### src/ext_power_hub_pkg.sv
/*
 * External power hub definitions: sizes, APB register map, bus structs,
 * domain control bundle and power sequencer states
 */
package ext_power_hub_pkg;

  // Domain and interrupt counts
  localparam int unsigned EXT_DOMAINS        = 2;
  localparam int unsigned SWITCH_ACK_LATENCY = 15;
  localparam int unsigned NEXT_EXT_INT       = 2;
  // Power-done events first, external lines above them
  localparam int unsigned NEXT_INT           = EXT_DOMAINS + NEXT_EXT_INT;

  // APB bus
  localparam int unsigned APB_ADDR_W = 12;
  localparam int unsigned APB_DATA_W = 32;
  // Offset bits inside one 0x100 register slot
  localparam int unsigned SLOT_OFS_W = 8;

  typedef logic [APB_ADDR_W-1:0]  apb_addr_t;
  typedef logic [APB_DATA_W-1:0]  apb_data_t;
  typedef logic [EXT_DOMAINS-1:0] domain_vec_t;
  typedef logic [NEXT_INT-1:0]    intr_vec_t;

  // Slot bases, anything from 0x200 up is unmapped
  localparam apb_addr_t POWER_SLOT_BASE = 12'h000;
  localparam apb_addr_t INTR_SLOT_BASE  = 12'h100;

  // Power slot registers
  localparam apb_addr_t PWR_REQ_OFS    = 12'h000;
  localparam apb_addr_t PWR_STATUS_OFS = 12'h004;

  // Interrupt slot registers
  localparam apb_addr_t INTR_STATUS_OFS = 12'h000;
  localparam apb_addr_t INTR_ENABLE_OFS = 12'h004;

  typedef struct packed {
    logic      psel;
    logic      penable;
    logic      pwrite;
    apb_addr_t paddr;
    apb_data_t pwdata;
  } apb_req_t;

  typedef struct packed {
    apb_data_t prdata;
    logic      pready;
    logic      pslverr;
  } apb_rsp_t;

  // All enables active low, one bit per domain
  typedef struct packed {
    domain_vec_t switch_n;
    domain_vec_t iso_n;
    domain_vec_t rst_n;
    domain_vec_t clkgate_en_n;
  } domain_ctrl_t;

  typedef enum logic [3:0] {
    PWR_ON,
    PWR_GATE_CLK,
    PWR_ISOLATE,
    PWR_RESET,
    PWR_SWITCH_OFF,
    PWR_OFF,
    PWR_SWITCH_ON,
    PWR_RELEASE_RST,
    PWR_RELEASE_ISO
  } pwr_state_e;

endpackage
### src/ext_power_hub.sv
/*
 * External power-domain and interrupt hub behind one APB slave port
 */
module ext_power_hub (
  input  logic                                       clk_i,
  input  logic                                       arst_n_i,
  input  ext_power_hub_pkg::apb_req_t                apb_req_i,
  output ext_power_hub_pkg::apb_rsp_t                apb_rsp_o,
  input  logic [ext_power_hub_pkg::NEXT_EXT_INT-1:0] ext_intr_i,
  output ext_power_hub_pkg::domain_ctrl_t            domain_ctrl_o,
  output logic                                       intr_o
);
  import ext_power_hub_pkg::*;

  apb_req_t    power_req;
  apb_rsp_t    power_rsp;
  apb_req_t    intr_req;
  apb_rsp_t    intr_rsp;
  domain_vec_t switch_ack_n;
  domain_vec_t pwr_done;

  apb_periph_demux u_apb_periph_demux (
    .clk_i       (clk_i),
    .arst_n_i    (arst_n_i),
    .apb_req_i   (apb_req_i),
    .apb_rsp_o   (apb_rsp_o),
    .power_req_o (power_req),
    .power_rsp_i (power_rsp),
    .intr_req_o  (intr_req),
    .intr_rsp_i  (intr_rsp)
  );

  power_seq_ctrl u_power_seq_ctrl (
    .clk_i         (clk_i),
    .arst_n_i      (arst_n_i),
    .apb_req_i     (power_req),
    .apb_rsp_o     (power_rsp),
    .switch_ack_ni (switch_ack_n),
    .domain_ctrl_o (domain_ctrl_o),
    .pwr_done_o    (pwr_done)
  );

  // Stand-in for the external switch cells
  switch_ack_delay u_switch_ack_delay (
    .clk_i         (clk_i),
    .arst_n_i      (arst_n_i),
    .switch_ni     (domain_ctrl_o.switch_n),
    .switch_ack_no (switch_ack_n)
  );

  intr_collect u_intr_collect (
    .clk_i      (clk_i),
    .arst_n_i   (arst_n_i),
    .apb_req_i  (intr_req),
    .apb_rsp_o  (intr_rsp),
    .pwr_done_i (pwr_done),
    .ext_intr_i (ext_intr_i),
    .intr_o     (intr_o)
  );

endmodule

### src/intr_collect.sv
/*
 * Interrupt collector: sticky status with write-one-to-clear,
 * enable mask and one combined interrupt line
 */
module intr_collect (
  input  logic                                       clk_i,
  input  logic                                       arst_n_i,
  input  ext_power_hub_pkg::apb_req_t                apb_req_i,
  output ext_power_hub_pkg::apb_rsp_t                apb_rsp_o,
  input  ext_power_hub_pkg::domain_vec_t             pwr_done_i,
  input  logic [ext_power_hub_pkg::NEXT_EXT_INT-1:0] ext_intr_i,
  output logic                                       intr_o
);
  import ext_power_hub_pkg::*;

  intr_vec_t status_q;
  intr_vec_t enable_q;
  intr_vec_t src;
  intr_vec_t clr;
  logic      access;
  logic      wr;

  assign access = apb_req_i.psel & apb_req_i.penable;
  assign wr     = access & apb_req_i.pwrite;
  assign src    = {ext_intr_i, pwr_done_i};
  assign clr    = (wr && apb_req_i.paddr == INTR_STATUS_OFS) ?
                  apb_req_i.pwdata[NEXT_INT-1:0] : '0;

  always_ff @(posedge clk_i or negedge arst_n_i) begin
    if (!arst_n_i) begin
      status_q <= '0;
      enable_q <= '0;
    end else begin
      // Active source beats a clear in the same cycle
      status_q <= (status_q & ~clr) | src;
      if (wr && apb_req_i.paddr == INTR_ENABLE_OFS) begin
        enable_q <= apb_req_i.pwdata[NEXT_INT-1:0];
      end
    end
  end

  assign intr_o = |(status_q & enable_q);

  always_comb begin
    apb_rsp_o        = '0;
    apb_rsp_o.pready = access;
    if (access && !apb_req_i.pwrite) begin
      if (apb_req_i.paddr == INTR_STATUS_OFS) begin
        apb_rsp_o.prdata = apb_data_t'(status_q);
      end else if (apb_req_i.paddr == INTR_ENABLE_OFS) begin
        apb_rsp_o.prdata = apb_data_t'(enable_q);
      end
    end
  end

endmodule

### src/switch_ack_delay.sv
/*
 * Power switch cell model, returns each switch enable as its
 * acknowledge a fixed number of cycles later
 */
module switch_ack_delay (
  input  logic                           clk_i,
  input  logic                           arst_n_i,
  input  ext_power_hub_pkg::domain_vec_t switch_ni,
  output ext_power_hub_pkg::domain_vec_t switch_ack_no
);
  import ext_power_hub_pkg::*;

  domain_vec_t ack_pipe_q [SWITCH_ACK_LATENCY];

  always_ff @(posedge clk_i or negedge arst_n_i) begin
    if (!arst_n_i) begin
      for (int i = 0; i < SWITCH_ACK_LATENCY; i++) begin
        ack_pipe_q[i] <= '0;
      end
    end else begin
      ack_pipe_q[0] <= switch_ni;
      for (int i = 1; i < SWITCH_ACK_LATENCY; i++) begin
        ack_pipe_q[i] <= ack_pipe_q[i-1];
      end
    end
  end

  // Last stage is the cell acknowledge
  assign switch_ack_no = ack_pipe_q[SWITCH_ACK_LATENCY-1];

endmodule

### src/power_seq_ctrl.sv
/*
 * Power sequencer for the external domains: request and status registers
 * plus one off/on state machine per domain
 */
module power_seq_ctrl (
  input  logic                            clk_i,
  input  logic                            arst_n_i,
  input  ext_power_hub_pkg::apb_req_t     apb_req_i,
  output ext_power_hub_pkg::apb_rsp_t     apb_rsp_o,
  input  ext_power_hub_pkg::domain_vec_t  switch_ack_ni,
  output ext_power_hub_pkg::domain_ctrl_t domain_ctrl_o,
  output ext_power_hub_pkg::domain_vec_t  pwr_done_o
);
  import ext_power_hub_pkg::*;

  domain_vec_t pwr_req_q;
  domain_vec_t pwr_off;
  logic        access;
  logic        req_wr;

  assign access = apb_req_i.psel & apb_req_i.penable;
  assign req_wr = access & apb_req_i.pwrite & (apb_req_i.paddr == PWR_REQ_OFS);

  // A request arriving mid-sequence waits until ON or OFF is reached
  always_ff @(posedge clk_i or negedge arst_n_i) begin
    if (!arst_n_i) begin
      pwr_req_q <= '0;
    end else if (req_wr) begin
      pwr_req_q <= apb_req_i.pwdata[EXT_DOMAINS-1:0];
    end
  end

  for (genvar d = 0; d < EXT_DOMAINS; d++) begin : gen_domain
    pwr_state_e state_q;
    pwr_state_e state_d;
    logic       done_d;
    logic       done_q;

    always_comb begin
      state_d = state_q;
      done_d  = 1'b0;
      unique case (state_q)
        PWR_ON: begin
          if (pwr_req_q[d]) begin
            state_d = PWR_GATE_CLK;
          end
        end
        PWR_GATE_CLK:   state_d = PWR_ISOLATE;
        PWR_ISOLATE:    state_d = PWR_RESET;
        PWR_RESET:      state_d = PWR_SWITCH_OFF;
        PWR_SWITCH_OFF: begin
          // Switch cells report off
          if (switch_ack_ni[d]) begin
            state_d = PWR_OFF;
            done_d  = 1'b1;
          end
        end
        PWR_OFF: begin
          if (!pwr_req_q[d]) begin
            state_d = PWR_SWITCH_ON;
          end
        end
        PWR_SWITCH_ON: begin
          if (!switch_ack_ni[d]) begin
            state_d = PWR_RELEASE_RST;
          end
        end
        PWR_RELEASE_RST: state_d = PWR_RELEASE_ISO;
        PWR_RELEASE_ISO: begin
          state_d = PWR_ON;
          done_d  = 1'b1;
        end
        default: state_d = PWR_ON;
      endcase
    end

    always_ff @(posedge clk_i or negedge arst_n_i) begin
      if (!arst_n_i) begin
        state_q <= PWR_ON;
        done_q  <= 1'b0;
      end else begin
        state_q <= state_d;
        done_q  <= done_d;
      end
    end

    assign domain_ctrl_o.switch_n[d] = state_q inside {PWR_SWITCH_OFF, PWR_OFF};
    assign domain_ctrl_o.rst_n[d] = state_q inside {PWR_ON, PWR_GATE_CLK, PWR_ISOLATE,
                                                     PWR_RELEASE_RST, PWR_RELEASE_ISO};
    assign domain_ctrl_o.iso_n[d] = state_q inside {PWR_ON, PWR_GATE_CLK, PWR_RELEASE_ISO};
    assign domain_ctrl_o.clkgate_en_n[d] = state_q inside {PWR_ON, PWR_RELEASE_ISO};

    assign pwr_off[d]    = (state_q == PWR_OFF);
    assign pwr_done_o[d] = done_q;
  end

  // Zero wait states
  always_comb begin
    apb_rsp_o        = '0;
    apb_rsp_o.pready = access;
    if (access && !apb_req_i.pwrite) begin
      if (apb_req_i.paddr == PWR_REQ_OFS) begin
        apb_rsp_o.prdata = apb_data_t'(pwr_req_q);
      end else if (apb_req_i.paddr == PWR_STATUS_OFS) begin
        apb_rsp_o.prdata = apb_data_t'(pwr_off);
      end
    end
  end

endmodule

### src/apb_periph_demux.sv
/*
 * APB slot decoder: routes each transfer to the power or interrupt
 * register slot, answers unmapped addresses with an error
 */
module apb_periph_demux (
  input  logic                        clk_i,
  input  logic                        arst_n_i,
  input  ext_power_hub_pkg::apb_req_t apb_req_i,
  output ext_power_hub_pkg::apb_rsp_t apb_rsp_o,
  output ext_power_hub_pkg::apb_req_t power_req_o,
  input  ext_power_hub_pkg::apb_rsp_t power_rsp_i,
  output ext_power_hub_pkg::apb_req_t intr_req_o,
  input  ext_power_hub_pkg::apb_rsp_t intr_rsp_i
);
  import ext_power_hub_pkg::*;

  logic [APB_ADDR_W-SLOT_OFS_W-1:0] slot_idx;
  apb_addr_t                        slot_addr;
  logic                             access;
  logic                             hit_power_d;
  logic                             hit_intr_d;
  logic                             hit_power_q;
  logic                             hit_intr_q;
  logic                             hit_power;
  logic                             hit_intr;

  assign slot_idx    = apb_req_i.paddr[APB_ADDR_W-1:SLOT_OFS_W];
  assign slot_addr   = apb_addr_t'(apb_req_i.paddr[SLOT_OFS_W-1:0]);
  assign hit_power_d = (slot_idx == POWER_SLOT_BASE[APB_ADDR_W-1:SLOT_OFS_W]);
  assign hit_intr_d  = (slot_idx == INTR_SLOT_BASE[APB_ADDR_W-1:SLOT_OFS_W]);
  assign access      = apb_req_i.psel & apb_req_i.penable;

  // Slot picked in the setup phase holds through the access phase
  always_ff @(posedge clk_i or negedge arst_n_i) begin
    if (!arst_n_i) begin
      hit_power_q <= 1'b0;
      hit_intr_q  <= 1'b0;
    end else if (apb_req_i.psel && !apb_req_i.penable) begin
      hit_power_q <= hit_power_d;
      hit_intr_q  <= hit_intr_d;
    end
  end

  assign hit_power = access ? hit_power_q : hit_power_d;
  assign hit_intr  = access ? hit_intr_q : hit_intr_d;

  always_comb begin
    power_req_o       = apb_req_i;
    power_req_o.paddr = slot_addr;
    power_req_o.psel  = apb_req_i.psel & hit_power;
    intr_req_o        = apb_req_i;
    intr_req_o.paddr  = slot_addr;
    intr_req_o.psel   = apb_req_i.psel & hit_intr;
  end

  always_comb begin
    apb_rsp_o = '0;
    if (apb_req_i.psel) begin
      if (hit_power) begin
        apb_rsp_o = power_rsp_i;
      end else if (hit_intr) begin
        apb_rsp_o = intr_rsp_i;
      end else if (access) begin
        // Unmapped, error with zero data
        apb_rsp_o.pready  = 1'b1;
        apb_rsp_o.pslverr = 1'b1;
      end
    end
  end

endmodule

### config.mk
export PLATFORM = sky130hd
export DESIGN_NAME = ext_power_hub
export DESIGN_NICKNAME = d
export VERILOG_FILES = /design/src/ext_power_hub_pkg.sv /design/src/ext_power_hub.sv /design/src/intr_collect.sv /design/src/switch_ack_delay.sv /design/src/power_seq_ctrl.sv /design/src/apb_periph_demux.sv
export SDC_FILE = /design/constraint.sdc
export NUM_CORES = 1
export LEC_CHECK = 0
export ABC_AREA = 1
export BUFFER_PORTS_ARGS = -buffer_cell sky130_fd_sc_hd__buf_4
export CAP_MARGIN = 10
export CORE_MARGIN = 2
export CORE_UTILIZATION = 30
export CTS_BUF_LIST = sky130_fd_sc_hd__clkbuf_8 sky130_fd_sc_hd__clkbuf_16
export CTS_CLUSTER_DIAMETER = 50
export DETAILED_ROUTE_END_ITERATION = 16
export GPL_TIMING_DRIVEN = 0
export SETUP_SLACK_MARGIN = 0.4
export SKIP_LAST_GASP = 1
export SLEW_MARGIN = 10
export SYNTH_ARGS = -nofsm -noshare
export SYNTH_HDL_FRONTEND = slang
export SYNTH_SLANG_ARGS = --single-unit
### constraint.sdc
create_clock -name clk_i -period 2.6 [get_ports clk_i]
set_input_delay 0.52 -clock clk_i [delete_from_list [all_inputs] [get_ports clk_i]]
set_output_delay 0.52 -clock clk_i [all_outputs]
set_load 0.01 [all_outputs]
==> reports/qor.txt <==
Vias/cell -> 4.00
Final Critical Period -> 2.08 ns
RSZ-0062 raised after global routing -> no
I/O pin cnt -> 94
Initial DRC Count -> 78
Wire length per cell -> 9.62 um
Final Non-Filler Cells -> 429
GRT overflow -> 0
Crit-path cells -> buf_4, nor2_1, nand2_2, nor2_8, nand2_1, o21ai_0, a21oi_1, nor2_2, buf_4
CTS tree -> yes
Total negative setup slack -> 0 ns
Initial Util -> 0.304
Total of max-cap violations -> 0
Worst Hold Class -> in2async
Setup slack after layout -> 0.524 ns
Clock slew at reported path FFs -> 0.08 ns
I/O Buffers -> 37
Status -> completed
Via Count -> 1714
Layout Skew -> 0.00288 ns
Fin. Hold Viols -> 0
Clock Sinks -> 52
Worst r2r src -> u_power_seq_ctrl.gen_domain[1].state_q[0]$_DFFE_PN0P_
Placed instance area -> 0.00282 mm^2
Worst Path Required -> 2.08 ns
First-pass GRT wire length -> 7020 um
Cells after DPL -> 419
Worst reg2reg path endpoint -> u_power_seq_ctrl.gen_domain[1].state_q[1]$_DFFE_PN0P_
CTS max path bufs -> 2
Syn Area/Cell -> 9.14 um^2
GRT Util Overall -> 0.102
Row cnt -> 32
Largest net degree at the start of global routing -> 53
Die height -> 91.8 um
IR drop worst, VDD -> 0.000364 V
Syn-to-layout area delta -> 27.7%
# setup viols final -> 0
Static Leakage -> 0.00158 uW
Pwr Density -> 616 mW/mm^2
Num CTS Buffers -> 5
Initial antenna violation count -> 0
Netlist Area Pre-Place -> 0.00231 mm^2
DIE AREA -> 0.00843 mm^2
Slowest-stage cell, CP -> nor2_8
Arrival time at the worst endpoint -> 1.56 ns
Root buffer cell -> clkbuf_8
Slew Viols, Final -> 0
Yosys reg bits -> 52
Final #Nets -> 377
WS Path Type -> in2out
Fmax -> 0.482 GHz
Drt total wl -> 4130 um
Critical path endpoint category -> primary output
Minimum setup slack among reg-to-reg paths -> 1.34 ns
Setup slack at placement -> 0.505 ns
Synth cell types -> 24
Later-pin clock latency in the skew report -> 0.29 ns
N_diodes -> 0
Period Utilization, post-route -> 0.798
Die width -> 91.8 um
Reg2reg path depth -> 6
Slew HR -> 0.580
H-Tree Depth -> 2
GP Congestion -> 0.748
Detail Route Antenna Nets -> 0
Ratio of cells with drive above 1 in the final layout -> 0.318
Register area share after synthesis -> 0.562
Most Frequent Cell on Critical Path -> buf_4
Core area -> 0.00761 mm^2
Design area -> 0.00295 mm^2
Vias in the first global route -> 1606
Least-Margin Pin Slew -> 0.630 ns
Mapped Cells -> 253
DRC Markers -> 0
Slowest cell delay on critical path -> 0.16 ns
Ys Warns -> 0
Worst Setup Start Kind -> primary input
Hpwl dp -> 3030 um
CP Max Fanout -> 9
Router iterations before antenna repair -> 4
how the worst max path moves through the flow:
| stage | start | endpoint | slack [ns] | depth (start not counted) |
|---|---|---|---|---|
| after floorplan | apb_req_i[39] | apb_rsp_o[2] | 0.84 | 9 |
| after global placement | apb_req_i[35] | apb_rsp_o[3] | 0.53 | 9 |
| after detailed placement | apb_req_i[35] | apb_rsp_o[3] | 0.51 | 9 |
| after CTS | u_power_seq_ctrl.gen_domain[0].state_q[3]$_DFFE_PN0P_ | apb_rsp_o[2] | 0.43 | 10 |
| after global routing | u_power_seq_ctrl.gen_domain[0].state_q[1]$_DFFE_PN0P_ | apb_rsp_o[2] | 0.39 | 10 |
| final | apb_req_i[34] | apb_rsp_o[3] | 0.52 | 9 |
logic make-up after synthesis:
group | count (synthesis) | synth area share
AOI/OAI and AO/OA | 32 | 0.0795
buffers and inverters | 62 | 0.146
DFF | 52 | 0.562
other | 1 | 0.00162
and+or+nand+nor | 106 | 0.210
sequential cells by signal (all words and copies together), names as in the netlist:
register / cells
u_intr_collect.enable_q: 4
u_intr_collect.status_q: 4
u_power_seq_ctrl.pwr_req_q: 2
u_apb_periph_demux.hit_intr_q: 1
u_apb_periph_demux.hit_power_q: 1
u_switch_ack_delay.ack_pipe_q: 28
u_power_seq_ctrl.gen_domain.state_q: 8
u_power_seq_ctrl.gen_domain.done_q: 2
u_switch_ack_delay.switch_ack_no: 2
layer usage:
layer	share of wire	wire (um)	track usage
met5	0	0	0
met4	0.011	44	0.0299
met2	0.47	1930	0.167
met3	0.069	284	0.0304
met1	0.45	1870	0.131
power by group:
part           total, uW  switching [uW]  internal [uW]
Sequential           904            37.9            866
Combinational        461             260            202
Clock                453             241            213
worst max-delay path, delay by kind of cell:
kind | cells | cell delay, ns
compound gates | 2 | 0.20
buf+inv | 2 | 0.23
simple gates | 5 | 0.60
Yosys cell counts:
| cell | instances | area, um^2 |
|---|---|---|
| a21oi_1 | 8 | 40.0 |
| nand2_2 | 8 | 50.1 |
| conb_1 | 1 | 3.75 |
| nor2_4 | 1 | 11.3 |
| inv_1 | 28 | 105 |
| o21ai_0 | 6 | 30.0 |
| o21ai_1 | 10 | 50.1 |
| inv_2 | 6 | 22.5 |
| nand2_1 | 51 | 191 |
| nor2_2 | 7 | 43.8 |
| nor3_1 | 6 | 30.0 |
| dfrtp_1 | 52 | 1300 |
| buf_4 | 28 | 210 |
| nor2_1 | 18 | 67.6 |
| o2111ai_1 | 1 | 8.76 |
| nor2_8 | 1 | 20.0 |
| o22ai_1 | 1 | 6.26 |
| a22o_1 | 1 | 8.76 |
| a31oi_1 | 1 | 6.26 |
| nand4_1 | 2 | 12.5 |
| o21bai_1 | 2 | 15.0 |
| nand3_1 | 12 | 60.1 |
| o21bai_2 | 1 | 11.3 |
| o211ai_1 | 1 | 7.51 |
repair_timing:
item                       CTS  global route
setup endpoints to repair    0             2
hold buffers                 0             0
setup buffers                0             2
resized for setup            0             8
stage by stage:
stage	hold WS (ns)	utilization	total power (uW)
after floorplan	0.224	-	1180
after global placement	0.334	0.371	1360
after detailed placement	0.335	0.371	1370
after CTS	0.263	0.383	1830
after global routing	0.285	0.388	1940
final	0.238	0.388	1820
cells in the final DEF (no fill, tap or decap):
cell type,netlist,final
dfrtp_2,0,1
nor2_8,1,1
o22ai_1,1,1
a22o_1,1,1
o2111ai_1,1,1
nor2_4,1,2
dfrtp_1,52,51
o21ai_1,10,10
o21ai_0,6,6
conb_1,1,28
o21bai_1,2,2
nand4_1,2,2
inv_2,6,7
inv_1,28,27
buf_4,28,67
nand3_1,12,12
nand2_4,0,1
clkbuf_8,0,6
nand2_2,8,7
o211ai_1,1,1
o21bai_4,0,1
nand2_1,51,51
nor2_2,7,9
a21oi_1,8,8
nor3_1,6,6
clkinv_2,0,2
nor2_1,18,15
a31oi_1,1,1
final cells by class:
type,count,area [um^2]
fill,788,4650
tap,102,128
sequential,52,1300
timing repair buffer,39,293
buffer,28,210
clock buffer,6,82.6
multi-input combinational,166,801
clock inverter,2,10.0
inverter,34,128
No activity file was read; power rests on OpenSTA's default activity.
